## src/include/input_params.svh

```systemverilog
`ifndef INPUT_PARAMS_SVH
`define INPUT_PARAMS_SVH

// data word returned to data memory
`define ISA_WIDTH 32

// toggle switches on the board, must not exceed ISA_WIDTH
`define SWITCH_CNT 16

// nine decimal digits always fit in a 32-bit word
`define MAX_DIGITS 9

// clock cycles per keypad column step
// keep at 3 or more so the row synchronizer settles before sampling
// a board build with a fast clock sets a much larger value here
`define SCAN_DIV 4

// full sweeps with an identical reading before a press or release counts
`define DEBOUNCE_SCANS 2

`endif
```

## src/verilog/cpu_io_pkg.sv

```systemverilog
`include "input_params.svh"

package cpu_io_pkg;

    // entry modes of the input unit
    typedef enum logic [1:0] {
        BLOCK  = 2'b00,  // no request pending
        SWITCH = 2'b01,  // word comes from the toggle switches
        KEYPAD = 2'b10,  // word is typed as decimal digits
        HALT   = 2'b11   // cpu paused for upload
    } input_state_e;

    // word offered to data memory
    typedef struct packed {
        logic [`ISA_WIDTH-1:0] data;
        logic                  from_switch;  // data is the zero extended switch map
    } input_word_t;

endpackage

```

## src/verilog/keypad_pkg.sv

```systemverilog
package keypad_pkg;

    // one code per key of the 4x4 matrix
    typedef enum logic [4:0] {
        K0       = 5'd0,
        K1       = 5'd1,
        K2       = 5'd2,
        K3       = 5'd3,
        K4       = 5'd4,
        K5       = 5'd5,
        K6       = 5'd6,
        K7       = 5'd7,
        K8       = 5'd8,
        K9       = 5'd9,
        K_BACK   = 5'd10,  // "*" deletes the last digit
        K_ENTER  = 5'd11,  // "#" confirms the number
        K_PAUSE  = 5'd12,  // "A" pauses or resumes the cpu
        K_TOGGLE = 5'd13,  // "B" switches between keypad and switches
        K_C      = 5'd14,
        K_D      = 5'd15,
        K_NONE   = 5'd16
    } key_code_e;

    // digit keys share their value with their code
    // coord is {row, col}, both one-hot-low
    typedef struct packed {
        logic      valid;  // single cycle pulse per press
        key_code_e code;
        logic [7:0] coord;
    } key_event_t;

endpackage

```

## src/verilog/user_input_top.sv

```systemverilog
`timescale 1ns/1ps
`include "input_params.svh"

module user_input_top (
    input  logic                     clk,
    input  logic                     rst_n,
    input  logic [3:0]               row,            // keypad rows, active low
    output logic [3:0]               col,            // keypad columns, active low
    input  logic [`SWITCH_CNT-1:0]   switch_map,
    input  logic                     uart_complete,
    input  logic                     in_req,
    output logic                     in_ack,
    output logic [`ISA_WIDTH-1:0]    in_data,
    output logic                     cpu_pause,
    output logic                     switch_enable,
    output cpu_io_pkg::input_state_e input_state
);
    import keypad_pkg::*;
    import cpu_io_pkg::*;

    key_event_t  key_evt;
    input_word_t word;
    logic        done;
    logic        busy;

    keypad_scanner u_scanner (
        .clk     (clk),
        .rst_n   (rst_n),
        .row     (row),
        .col     (col),
        .key_evt (key_evt)
    );

    input_unit u_input (
        .clk           (clk),
        .rst_n         (rst_n),
        .key_evt       (key_evt),
        .switch_map    (switch_map),
        .uart_complete (uart_complete),
        .busy          (busy),
        .word          (word),
        .done          (done),
        .cpu_pause     (cpu_pause),
        .switch_enable (switch_enable),
        .input_state   (input_state)
    );

    input_port u_port (
        .clk     (clk),
        .rst_n   (rst_n),
        .in_req  (in_req),
        .word    (word),
        .done    (done),
        .busy    (busy),
        .in_ack  (in_ack),
        .in_data (in_data)
    );

endmodule

```

## src/verilog/input_port.sv

```systemverilog
`timescale 1ns/1ps
`include "input_params.svh"

module input_port (
    input  logic                    clk,
    input  logic                    rst_n,
    input  logic                    in_req,   // held high by data memory until ack
    input  cpu_io_pkg::input_word_t word,
    input  logic                    done,
    output logic                    busy,
    output logic                    in_ack,
    output logic [`ISA_WIDTH-1:0]   in_data
);
    typedef enum logic [1:0] {
        IDLE      = 2'b00,
        WAIT_WORD = 2'b01,  // request open, user still typing
        ACKED     = 2'b10   // word delivered, waiting for req to drop
    } port_state_e;

    port_state_e state;

    always_ff @(posedge clk or negedge rst_n) begin
        if (!rst_n) begin
            state <= IDLE;
        end else begin
            case (state)
                IDLE: begin
                    if (in_req) begin
                        state <= WAIT_WORD;  // ack is always low here
                    end
                end
                WAIT_WORD: begin
                    if (done) begin
                        state <= ACKED;
                    end
                end
                ACKED: begin
                    if (!in_req) begin
                        state <= IDLE;
                    end
                end
                default: state <= IDLE;
            endcase
        end
    end

    // in_data only changes while ack is low
    always_ff @(posedge clk) begin
        if (state == WAIT_WORD && done) begin
            in_data <= word.data;
        end
    end

    // drops together with done so the input unit stays in BLOCK
    assign busy   = (state == WAIT_WORD) && !done;
    assign in_ack = (state == ACKED);

endmodule

```

## src/verilog/input_unit.sv

```systemverilog
`timescale 1ns/1ps
`include "input_params.svh"

module input_unit (
    input  logic                     clk,
    input  logic                     rst_n,
    input  keypad_pkg::key_event_t   key_evt,
    input  logic [`SWITCH_CNT-1:0]   switch_map,
    input  logic                     uart_complete,  // upload link finished
    input  logic                     busy,           // data memory waits for a word
    output cpu_io_pkg::input_word_t  word,
    output logic                     done,
    output logic                     cpu_pause,
    output logic                     switch_enable,
    output cpu_io_pkg::input_state_e input_state
);
    import keypad_pkg::*;
    import cpu_io_pkg::*;

    localparam int CNT_W = $clog2(`MAX_DIGITS + 1);
    localparam logic [CNT_W-1:0] MAX_CNT = CNT_W'(`MAX_DIGITS);

    logic [`ISA_WIDTH-1:0] acc;        // decimal value typed so far
    logic [CNT_W-1:0]      digit_cnt;
    logic [`ISA_WIDTH-1:0] digit_val;
    logic [`ISA_WIDTH-1:0] switch_val;
    logic                  key_digit;
    logic                  key_back;
    logic                  key_enter;
    logic                  key_pause;
    logic                  key_toggle;

    assign key_digit  = key_evt.valid && (key_evt.code <= K9);
    assign key_back   = key_evt.valid && (key_evt.code == K_BACK);
    assign key_enter  = key_evt.valid && (key_evt.code == K_ENTER);
    assign key_pause  = key_evt.valid && (key_evt.code == K_PAUSE);
    assign key_toggle = key_evt.valid && (key_evt.code == K_TOGGLE);
    // C, D and K_NONE fall through every branch below

    assign digit_val  = {{(`ISA_WIDTH - 5){1'b0}}, key_evt.code};
    assign switch_val = {{(`ISA_WIDTH - `SWITCH_CNT){1'b0}}, switch_map};

    // switch_enable stays set into BLOCK so the port captures the right source
    assign word = '{data: switch_enable ? switch_val : acc, from_switch: switch_enable};

    always_ff @(posedge clk or negedge rst_n) begin
        if (!rst_n) begin
            input_state   <= BLOCK;
            acc           <= '0;
            digit_cnt     <= '0;
            done          <= 1'b0;
            cpu_pause     <= 1'b0;
            switch_enable <= 1'b0;
        end else begin
            done <= 1'b0;  // single cycle pulse
            case (input_state)
                BLOCK: begin
                    if (key_pause) begin
                        input_state <= HALT;  // pause without a request
                        cpu_pause   <= 1'b1;
                    end else if (busy) begin
                        input_state   <= KEYPAD;  // fresh entry for each request
                        switch_enable <= 1'b0;
                        acc           <= '0;
                        digit_cnt     <= '0;
                    end
                end
                KEYPAD: begin
                    if (key_toggle) begin
                        input_state   <= SWITCH;
                        switch_enable <= 1'b1;
                    end else if (key_enter) begin
                        input_state <= BLOCK;
                        done        <= 1'b1;
                    end else if (key_pause) begin
                        input_state <= HALT;  // complete the request with the current value
                        done        <= 1'b1;
                        cpu_pause   <= 1'b1;
                    end else if (key_back) begin
                        if (digit_cnt != '0) begin
                            acc       <= acc / 10;
                            digit_cnt <= digit_cnt - 1'b1;
                        end
                    end else if (key_digit && digit_cnt < MAX_CNT) begin
                        acc       <= acc * 10 + digit_val;
                        digit_cnt <= digit_cnt + 1'b1;
                    end
                end
                SWITCH: begin
                    if (key_toggle) begin
                        input_state   <= KEYPAD;  // typed digits are kept
                        switch_enable <= 1'b0;
                    end else if (key_enter) begin
                        input_state <= BLOCK;
                        done        <= 1'b1;
                    end else if (key_pause) begin
                        input_state <= HALT;
                        done        <= 1'b1;
                        cpu_pause   <= 1'b1;
                    end
                end
                HALT: begin
                    // resume only once the upload is finished
                    if (key_pause && uart_complete) begin
                        input_state <= BLOCK;
                        cpu_pause   <= 1'b0;
                    end
                end
            endcase
        end
    end

endmodule

```

## src/verilog/keypad_scanner.sv

```systemverilog
`timescale 1ns/1ps
`include "input_params.svh"

module keypad_scanner (
    input  logic                   clk,
    input  logic                   rst_n,
    input  logic [3:0]             row,
    output logic [3:0]             col,
    output keypad_pkg::key_event_t key_evt
);
    import keypad_pkg::*;

    localparam int DIV_W = (`SCAN_DIV > 1) ? $clog2(`SCAN_DIV) : 1;
    localparam int DB_W  = $clog2(`DEBOUNCE_SCANS + 1);
    localparam logic [DIV_W-1:0] DIV_LAST = DIV_W'(`SCAN_DIV - 1);
    localparam logic [DB_W-1:0]  DB_DONE  = DB_W'(`DEBOUNCE_SCANS);
    localparam logic [7:0]       NO_KEY   = 8'hFF;

    logic [DIV_W-1:0] div_cnt;
    logic             step;          // last cycle of a column slot
    logic [1:0]       col_idx;
    logic             sweep_end;
    logic [3:0]       row_meta;
    logic [3:0]       row_sync;
    logic [7:0]       sweep_coord;   // pressed key seen so far in this sweep
    logic [7:0]       sample_coord;  // sweep result including the current column
    logic [7:0]       last_coord;    // result of the previous sweep
    logic [DB_W-1:0]  stable_cnt;
    logic [DB_W-1:0]  stable_nxt;
    logic             settled;
    logic             armed;         // a release was seen since the last event
    logic             fire;
    logic             evt_valid;
    key_code_e        evt_code;
    logic [7:0]       evt_coord;

    // layout follows the board wiring, row in the upper nibble
    function automatic key_code_e coord_to_code(input logic [7:0] coord);
        case (coord)
            8'b0111_1101: coord_to_code = K0;
            8'b1110_1110: coord_to_code = K1;
            8'b1110_1101: coord_to_code = K2;
            8'b1110_1011: coord_to_code = K3;
            8'b1101_1110: coord_to_code = K4;
            8'b1101_1101: coord_to_code = K5;
            8'b1101_1011: coord_to_code = K6;
            8'b1011_1110: coord_to_code = K7;
            8'b1011_1101: coord_to_code = K8;
            8'b1011_1011: coord_to_code = K9;
            8'b0111_1110: coord_to_code = K_BACK;
            8'b0111_1011: coord_to_code = K_ENTER;
            8'b1110_0111: coord_to_code = K_PAUSE;
            8'b1101_0111: coord_to_code = K_TOGGLE;
            8'b1011_0111: coord_to_code = K_C;
            8'b0111_0111: coord_to_code = K_D;
            default:      coord_to_code = K_NONE;  // several keys or nothing
        endcase
    endfunction

    assign step         = (div_cnt == DIV_LAST);
    assign sweep_end    = step && (col_idx == 2'd3);
    assign sample_coord = (row_sync != 4'hF) ? {row_sync, col} : sweep_coord;

    // count sweeps with an unchanged reading, saturating once settled
    always_comb begin
        if (sample_coord != last_coord) begin
            stable_nxt = DB_W'(1);
        end else if (stable_cnt == DB_DONE) begin
            stable_nxt = stable_cnt;
        end else begin
            stable_nxt = stable_cnt + 1'b1;
        end
    end

    assign settled = sweep_end && (stable_nxt == DB_DONE);
    assign fire    = settled && armed && (sample_coord != NO_KEY);

    always_ff @(posedge clk or negedge rst_n) begin
        if (!rst_n) begin
            row_meta <= 4'hF;
            row_sync <= 4'hF;
        end else begin
            row_meta <= row;  // rows come straight from the pads
            row_sync <= row_meta;
        end
    end

    always_ff @(posedge clk or negedge rst_n) begin
        if (!rst_n) begin
            div_cnt     <= '0;
            col_idx     <= 2'd0;
            col         <= 4'b1110;
            sweep_coord <= NO_KEY;
            last_coord  <= NO_KEY;
            stable_cnt  <= '0;
            armed       <= 1'b0;  // a key held through reset needs a release first
            evt_valid   <= 1'b0;
        end else begin
            evt_valid <= fire;
            div_cnt   <= step ? '0 : div_cnt + 1'b1;
            if (step) begin
                col     <= {col[2:0], col[3]};  // walk the low bit to the next column
                col_idx <= col_idx + 1'b1;
                if (sweep_end) begin
                    sweep_coord <= NO_KEY;
                    last_coord  <= sample_coord;
                    stable_cnt  <= stable_nxt;
                    if (fire) begin
                        armed <= 1'b0;
                    end else if (settled && sample_coord == NO_KEY) begin
                        armed <= 1'b1;
                    end
                end else begin
                    sweep_coord <= sample_coord;
                end
            end
        end
    end

    always_ff @(posedge clk) begin
        if (fire) begin
            evt_code  <= coord_to_code(sample_coord);
            evt_coord <= sample_coord;
        end
    end

    assign key_evt = '{valid: evt_valid, code: evt_code, coord: evt_coord};

endmodule

```

## config.mk

```make
export PLATFORM = sky130hd
export DESIGN_NAME = user_input_top
export DESIGN_NICKNAME = d
export VERILOG_FILES = /design/src/verilog/cpu_io_pkg.sv /design/src/verilog/keypad_pkg.sv /design/src/verilog/user_input_top.sv /design/src/verilog/input_port.sv /design/src/verilog/input_unit.sv /design/src/verilog/keypad_scanner.sv
export VERILOG_INCLUDE_DIRS = /design/src /design/src/include
export SDC_FILE = /design/constraint.sdc
export NUM_CORES = 1
export LEC_CHECK = 0
export ABC_AREA = 1
export BUFFER_PORTS_ARGS = -buffer_cell sky130_fd_sc_hd__clkbuf_2
export CAP_MARGIN = 20
export CORE_MARGIN = 2
export CORE_UTILIZATION = 48
export CTS_CLUSTER_DIAMETER = 40
export CTS_CLUSTER_SIZE = 28
export DETAILED_ROUTE_END_ITERATION = 6
export PLACE_DENSITY = 0.76
export SLEW_MARGIN = 30
export SYNTH_ARGS = -nofsm -noshare
export SYNTH_HDL_FRONTEND = slang
export SYNTH_SLANG_ARGS = --single-unit
export TNS_END_PERCENT = 10
```

## constraint.sdc

```tcl
create_clock -name clk -period 9.6 [get_ports clk]
set_input_delay 0.96 -clock clk [delete_from_list [all_inputs] [get_ports clk]]
set_output_delay 0.96 -clock clk [all_outputs]
set_load 0.01 [all_outputs]
```

; Word-level counts from Yosys, hierarchy flattened
; Index checks and enable logic that the tools add are counted.
; Widths: inputs -> output; s select.
[classes]
addsub = 6
mul = 1
div = 1
order_cmp = 2
n_eq_ne = 49
muxes = 53
n_reduce_logical = 29
[ops]
columns = op, n
row1 = $mux 32, 8
row2 = $eq 8x8->1 const B, 13
row3 = $pmux 5 s16, 1
row4 = $pmux 32 s2, 1
row5 = $add 32x5->32, 1
row6 = $div 32x4->32 const B, 1
row7 = $eq 8x7->1 const B, 4
row8 = $mul 32x3->31 const B, 1
row9 = $mux 4, 8
row10 = $mux 2, 13
row11 = $eq 5x4->1 const B, 4
row12 = $ne 2x2->1 const B, 10
row13 = $mux 16, 1
row14 = $mux 8, 2
row15 = $eq 2x2->1 const B, 7
row16 = $logic_and 1x1->1, 14
row17 = $mux 1, 14
row18 = $reduce_and 3->1, 3
row19 = $ne 8x8->1, 1
row20 = $ne 8x8->1 const B, 1
row21 = $pmux 2 s4, 1
row22 = $pmux 4 s2, 1
row23 = $reduce_and 8->1, 1
row24 = $add 2x1->2 const B, 3
row25 = 20 further kinds, 27
[totals]
reg_bits = 116
inputBits = 24
out_inout_bits = 41
wordCells = 161

; Depth between registers and ports, before layout
[depth]
depth_word = 10
ltp_mapped = 127
ltp_nobuf = 127

; By module
; Synthesis repeated with hierarchy kept, for this count alone.
[hier_totals]
cells_unflattened = 1435
area_unflattened_um2 = 10401.2
[modules_own_cells]
columns = module, n_inst, cells_per_inst, area_per_inst_um2
row1 = input_unit, 1, 1097, 6872.8
row2 = keypad_scanner, 1, 291, 2464.9
row3 = input_port, 1, 47, 1063.5

; Worst setup path after synthesis
; Ideal clock, no wire load.
[synth_path]
path_kind = reg2reg
startpoint = reg u_input.acc[30]
endpoint = reg u_input.acc[0]
setup_ps = 121
arrival_ps = 8737
slack_ps = 741
path_stages_with_launch = 116
n_path_buf = 0
synth_period_minus_slack_ps = 8859
cell_sequence = dfrtp_1 a21oi_1 o21bai_1 nand2_1 nand2_1 nand2_1 nand3_1 nand2_2 nand2_2 nand2_2 nand3_2 nand2_4 nand2_4 nand2_2 nand3_2 nand2_4 nand2_4 nand2_2 (+80 left out) nand2_2 nand2_2 inv_2 nand2_2 nand2_1 nand2_1 nand2_1 inv_2 nand2_4 nand2_4 a21oi_2 nand2_1 nand2_1 nand2_1 nand2_1 nand2_1 nand2_1 nand2_1
[synth_between]
elab_chain_len = 7
[synth_rtl]
columns = item, line
row1 = "start, declared", input_unit.sv:23  ; logic [`ISA_WIDTH-1:0] acc;
row2 = "start signal, assigned", input_unit.sv:81  ; acc <= acc / 10;
row3 = "start signal, assigned", input_unit.sv:85  ; acc <= acc * 10 + digit_val;
row4 = $div 32x4->32, input_unit.sv:81
row5 = $mux 32, input_unit.sv:80  ; if (digit_cnt != '0) begin
row6 = $mux 32, input_unit.sv:79  ; end else if (key_back) begin
row7 = $mux 32, input_unit.sv:75  ; end else if (key_pause) begin
row8 = $mux 32, input_unit.sv:72  ; end else if (key_enter) begin
row9 = $mux 32, input_unit.sv:69  ; if (key_toggle) begin
row10 = $pmux 32 s2, input_unit.sv:56  ; case (input_state)
; No other way between the ends. The select of a mux whose other input is x is not followed.
; A chain may end at the register's enable or synchronous reset.

; Worst setup path after layout
[layout_path]
startpoint = reg u_input.acc[31]
endpoint = reg u_input.acc[1]
; The elaborated chain is that of the path after synthesis.

==> metrics <==
status=finished with violations; failing checks=setup timing; Nets=1,545; Longest Clk Path Bufs=2; routed len/inst=~14 µm; CP top delay family=simple AND/OR/NAND/NOR gates; Avg Inst Size Synth=7.29 µm²; Post-DP HPWL=16,400 µm; Clock Pin Slew Worst Setup and Hold Paths=0.07 ns; Sink Count=116; dpl ws=-0.479 ns; cell area after synthesis=0.00973 mm²; DRC violations left=0; CTS tree=done; first-iteration detailed-routing DRC count=542; DR vias/cell=approximately 5.4; Final Cell Area=0.0121 mm²; Tcrit/Tclk final=1.08; syn_nets=1,432; CTS buffer count=17; worst min path class=flip-flop to flip-flop; GRT Total Usage=0.221; hold slack=roughly 0.36 ns; largest net degree at the start of global routing=50; Setup TNS=-1.93 ns; clk_lat worst skew=0.44 ns; Overflow after GRT=0; Worst Hold Path EP=u_scanner.row_sync[3]; sequential fraction of the synthesis area=0.321; RSZ-0062 raised after global routing=yes; Slew Limit Fails=0; Setup Crit Path Kind=flip-flop to flip-flop; Async S/R FF share, synth=0.681; # rows=between 50 and 60; Synth Register Bits=between 100 and 150; leading area contributor after synthesis=dfrtp_1; layout cells sized above 1=0.293; ant diodes=0; DRT Wirelength=24,400 µm; area of the multi-input gates=0.00647 mm²; Hold Crit Start=u_scanner.row_meta[3]; Rel. slew slack=0.478; Cell Area, Placed=about 0.010 mm²; Final Hold Fails=0; vias=a little over 9,000; TritonRoute pass-1 iters=5; first-pass GRT wire length=39,400 µm; total die area=0.0214 mm²; FF-to-FF Start=u_input.acc[31]; core area=0.0200 mm²; static leakage=6.18 nW; synth top area cells=dfrtp_1 (13%), edfxtp_1 (11%), nand2_1 (11%); number of global-route vias before repair=8,826; Worst Tran Pin Value=approximately 0.78 ns; slowest CP cell=dfrtp_2; antenna-violating nets left=0; Pwr Total=1.19 mW; YS warnings=0; IO buf count=64; Synth cell types=55; Primary FF master, synth=dfrtp_1; worst-case register-to-register setup slack=-0.75 ns; hold path depth=0; antenna violations before repair=0; area grow syn2layout=23.9%; Syn Inst Count=1,335; fin crit period=just over 10 ns; Fin Clk Skew=between 0.01 and 0.015 ns; max_cap viols=0; Die Ht=146 µm; Placer Congestion=0.866; Die Span X=146 µm; initial cell density of the core=0.485; clk root buf=clkbuf_16; CP max FO=6; buffers and inverters on the worst path=20; r2r worst-path depth=117; Top cell by count, worst path=nand2_2; Post-synth EDFFs=37; fmax=between 90 and 100 MHz; Crit path required time=9.91 ns; crit path launch type=flip-flop; critical path's largest stage delay=0.44 ns; CP arrival=10.66 ns; Final setup viols=4; share of the synthesized area in the top cell type=0.134; sequential cell area=0.00313 mm²; Setup crit end kind=flip-flop; Worst R2R End=u_input.acc[1]; H-tree depth=4; fill count=1,755; PwrDens=~99 mW/mm²; final setup margin=-0.749 ns; Ports=65; IR drop worst, VDD=0.127 mV
stage by stage:
step            util  instances
2_1_floorplan      -       1335
3_3_place_gp   0.518       1660
3_5_place_dp   0.520       1661
4_1_cts        0.573       1721
5_1_grt        0.602       1731
6_report       0.602       1731
cell type report:
| type | instances | area share |
|---|---|---|
| sequential | 116 | 0.259 |
| multi-input combinational | 985 | 0.537 |
| clock buffer | 17 | 0.0353 |
| inverter | 219 | 0.0690 |
| tap | 270 | 0.0280 |
| clock inverter | 15 | 0.0153 |
| timing repair buffer | 109 | 0.0565 |
synthesized netlist by cell type, types with 12 or more instances:
library cell / n
o21ai_1: 12
nand2_1: 294
dfrtp_1: 52
nand3_1: 118
o21ai_0: 75
o221ai_1: 12
xnor2_1: 16
nand4_1: 15
edfxtp_1: 37
dfstp_2: 27
xor2_1: 35
nor2_1: 90
clkbuf_1: 14
nand2_2: 75
inv_1: 187
inv_2: 27
o211ai_1: 13
nor3_1: 14
a21oi_1: 52
ha_1: 70
how the worst max path moves through the flow:
stage          cells after the start       startpoint             end
6_report                         117  u_input.acc[31]  u_input.acc[1]
5_1_grt                          115  u_input.acc[31]  u_input.acc[0]
4_1_cts                          116  u_input.acc[31]  u_input.acc[0]
3_5_place_dp                     112  u_input.acc[29]  u_input.acc[0]
3_3_place_gp                     112  u_input.acc[29]  u_input.acc[0]
2_1_floorplan                    115  u_input.acc[30]  u_input.acc[0]
where the power goes:
part           total (mW)  internal (mW)  switching, mW
Combinational      0.0244        0.00826         0.0161
Clock               0.651          0.353          0.298
Sequential          0.517          0.515        0.00250
Total                1.19          0.876          0.317
cells in the final DEF, fill, tap and decap left out, drive strengths merged, types with 4 or more instances in the layout:
cell type    n
xor2        35
buf         46
dfrtp       52
nand2      378
o21ai       93
o21bai       8
clkbuf      80
a21oi       53
inv        225
edfxtp      37
o22ai       10
nor3        14
dfstp       27
nor2        91
nand4       15
a21o         5
clkinv       9
o31ai        4
ha          70
o221ai      12
o211ai      13
nand3      130
a22oi        6
xnor2       16
cell families after synthesis:
kind of cell / after synthesis / synth area share
xor+xnor: 51 / 0.0459
mux: 1 / 0.00116
buf+inv: 234 / 0.0905
compound gates: 223 / 0.140
simple gates: 637 / 0.305
flops: 116 / 0.321
fa+ha+maj: 73 / 0.0962
flip-flops by register name, summed over array words and instances, names as in the netlist:
name                   cells
u_input.acc               32
u_input.cpu_pause          1
u_input.digit_cnt          4
u_input.done               1
u_input.input_state        2
u_input.switch_enable      1
u_port.in_data            32
u_port.state               2
u_scanner.armed            1
u_scanner.col              4
u_scanner.col_idx          2
u_scanner.div_cnt          2
u_scanner.evt_code         5
u_scanner.evt_valid        1
u_scanner.last_coord       8
u_scanner.row_meta         4
u_scanner.row_sync         4
u_scanner.stable_cnt       2
u_scanner.sweep_coord      8
routing by layer:
metal | track usage | up-vias | wire length, µm
li1 | - | 4658 | -
met1 | 0.272 | 4383 | 10500
met2 | 0.394 | 201 | 12400
met3 | 0.0375 | 45 | 911
met4 | 0.0699 | 0 | 501
met5 | 0 | - | 0
what timing repair did:
item,in CTS,in global routing
gates resized for setup,64,123
pin swaps,50,79
endpoints found under the setup margin,3,6
hold buffers,0,0
buffers inserted,28,10
(Power assumes the default switching activity.)
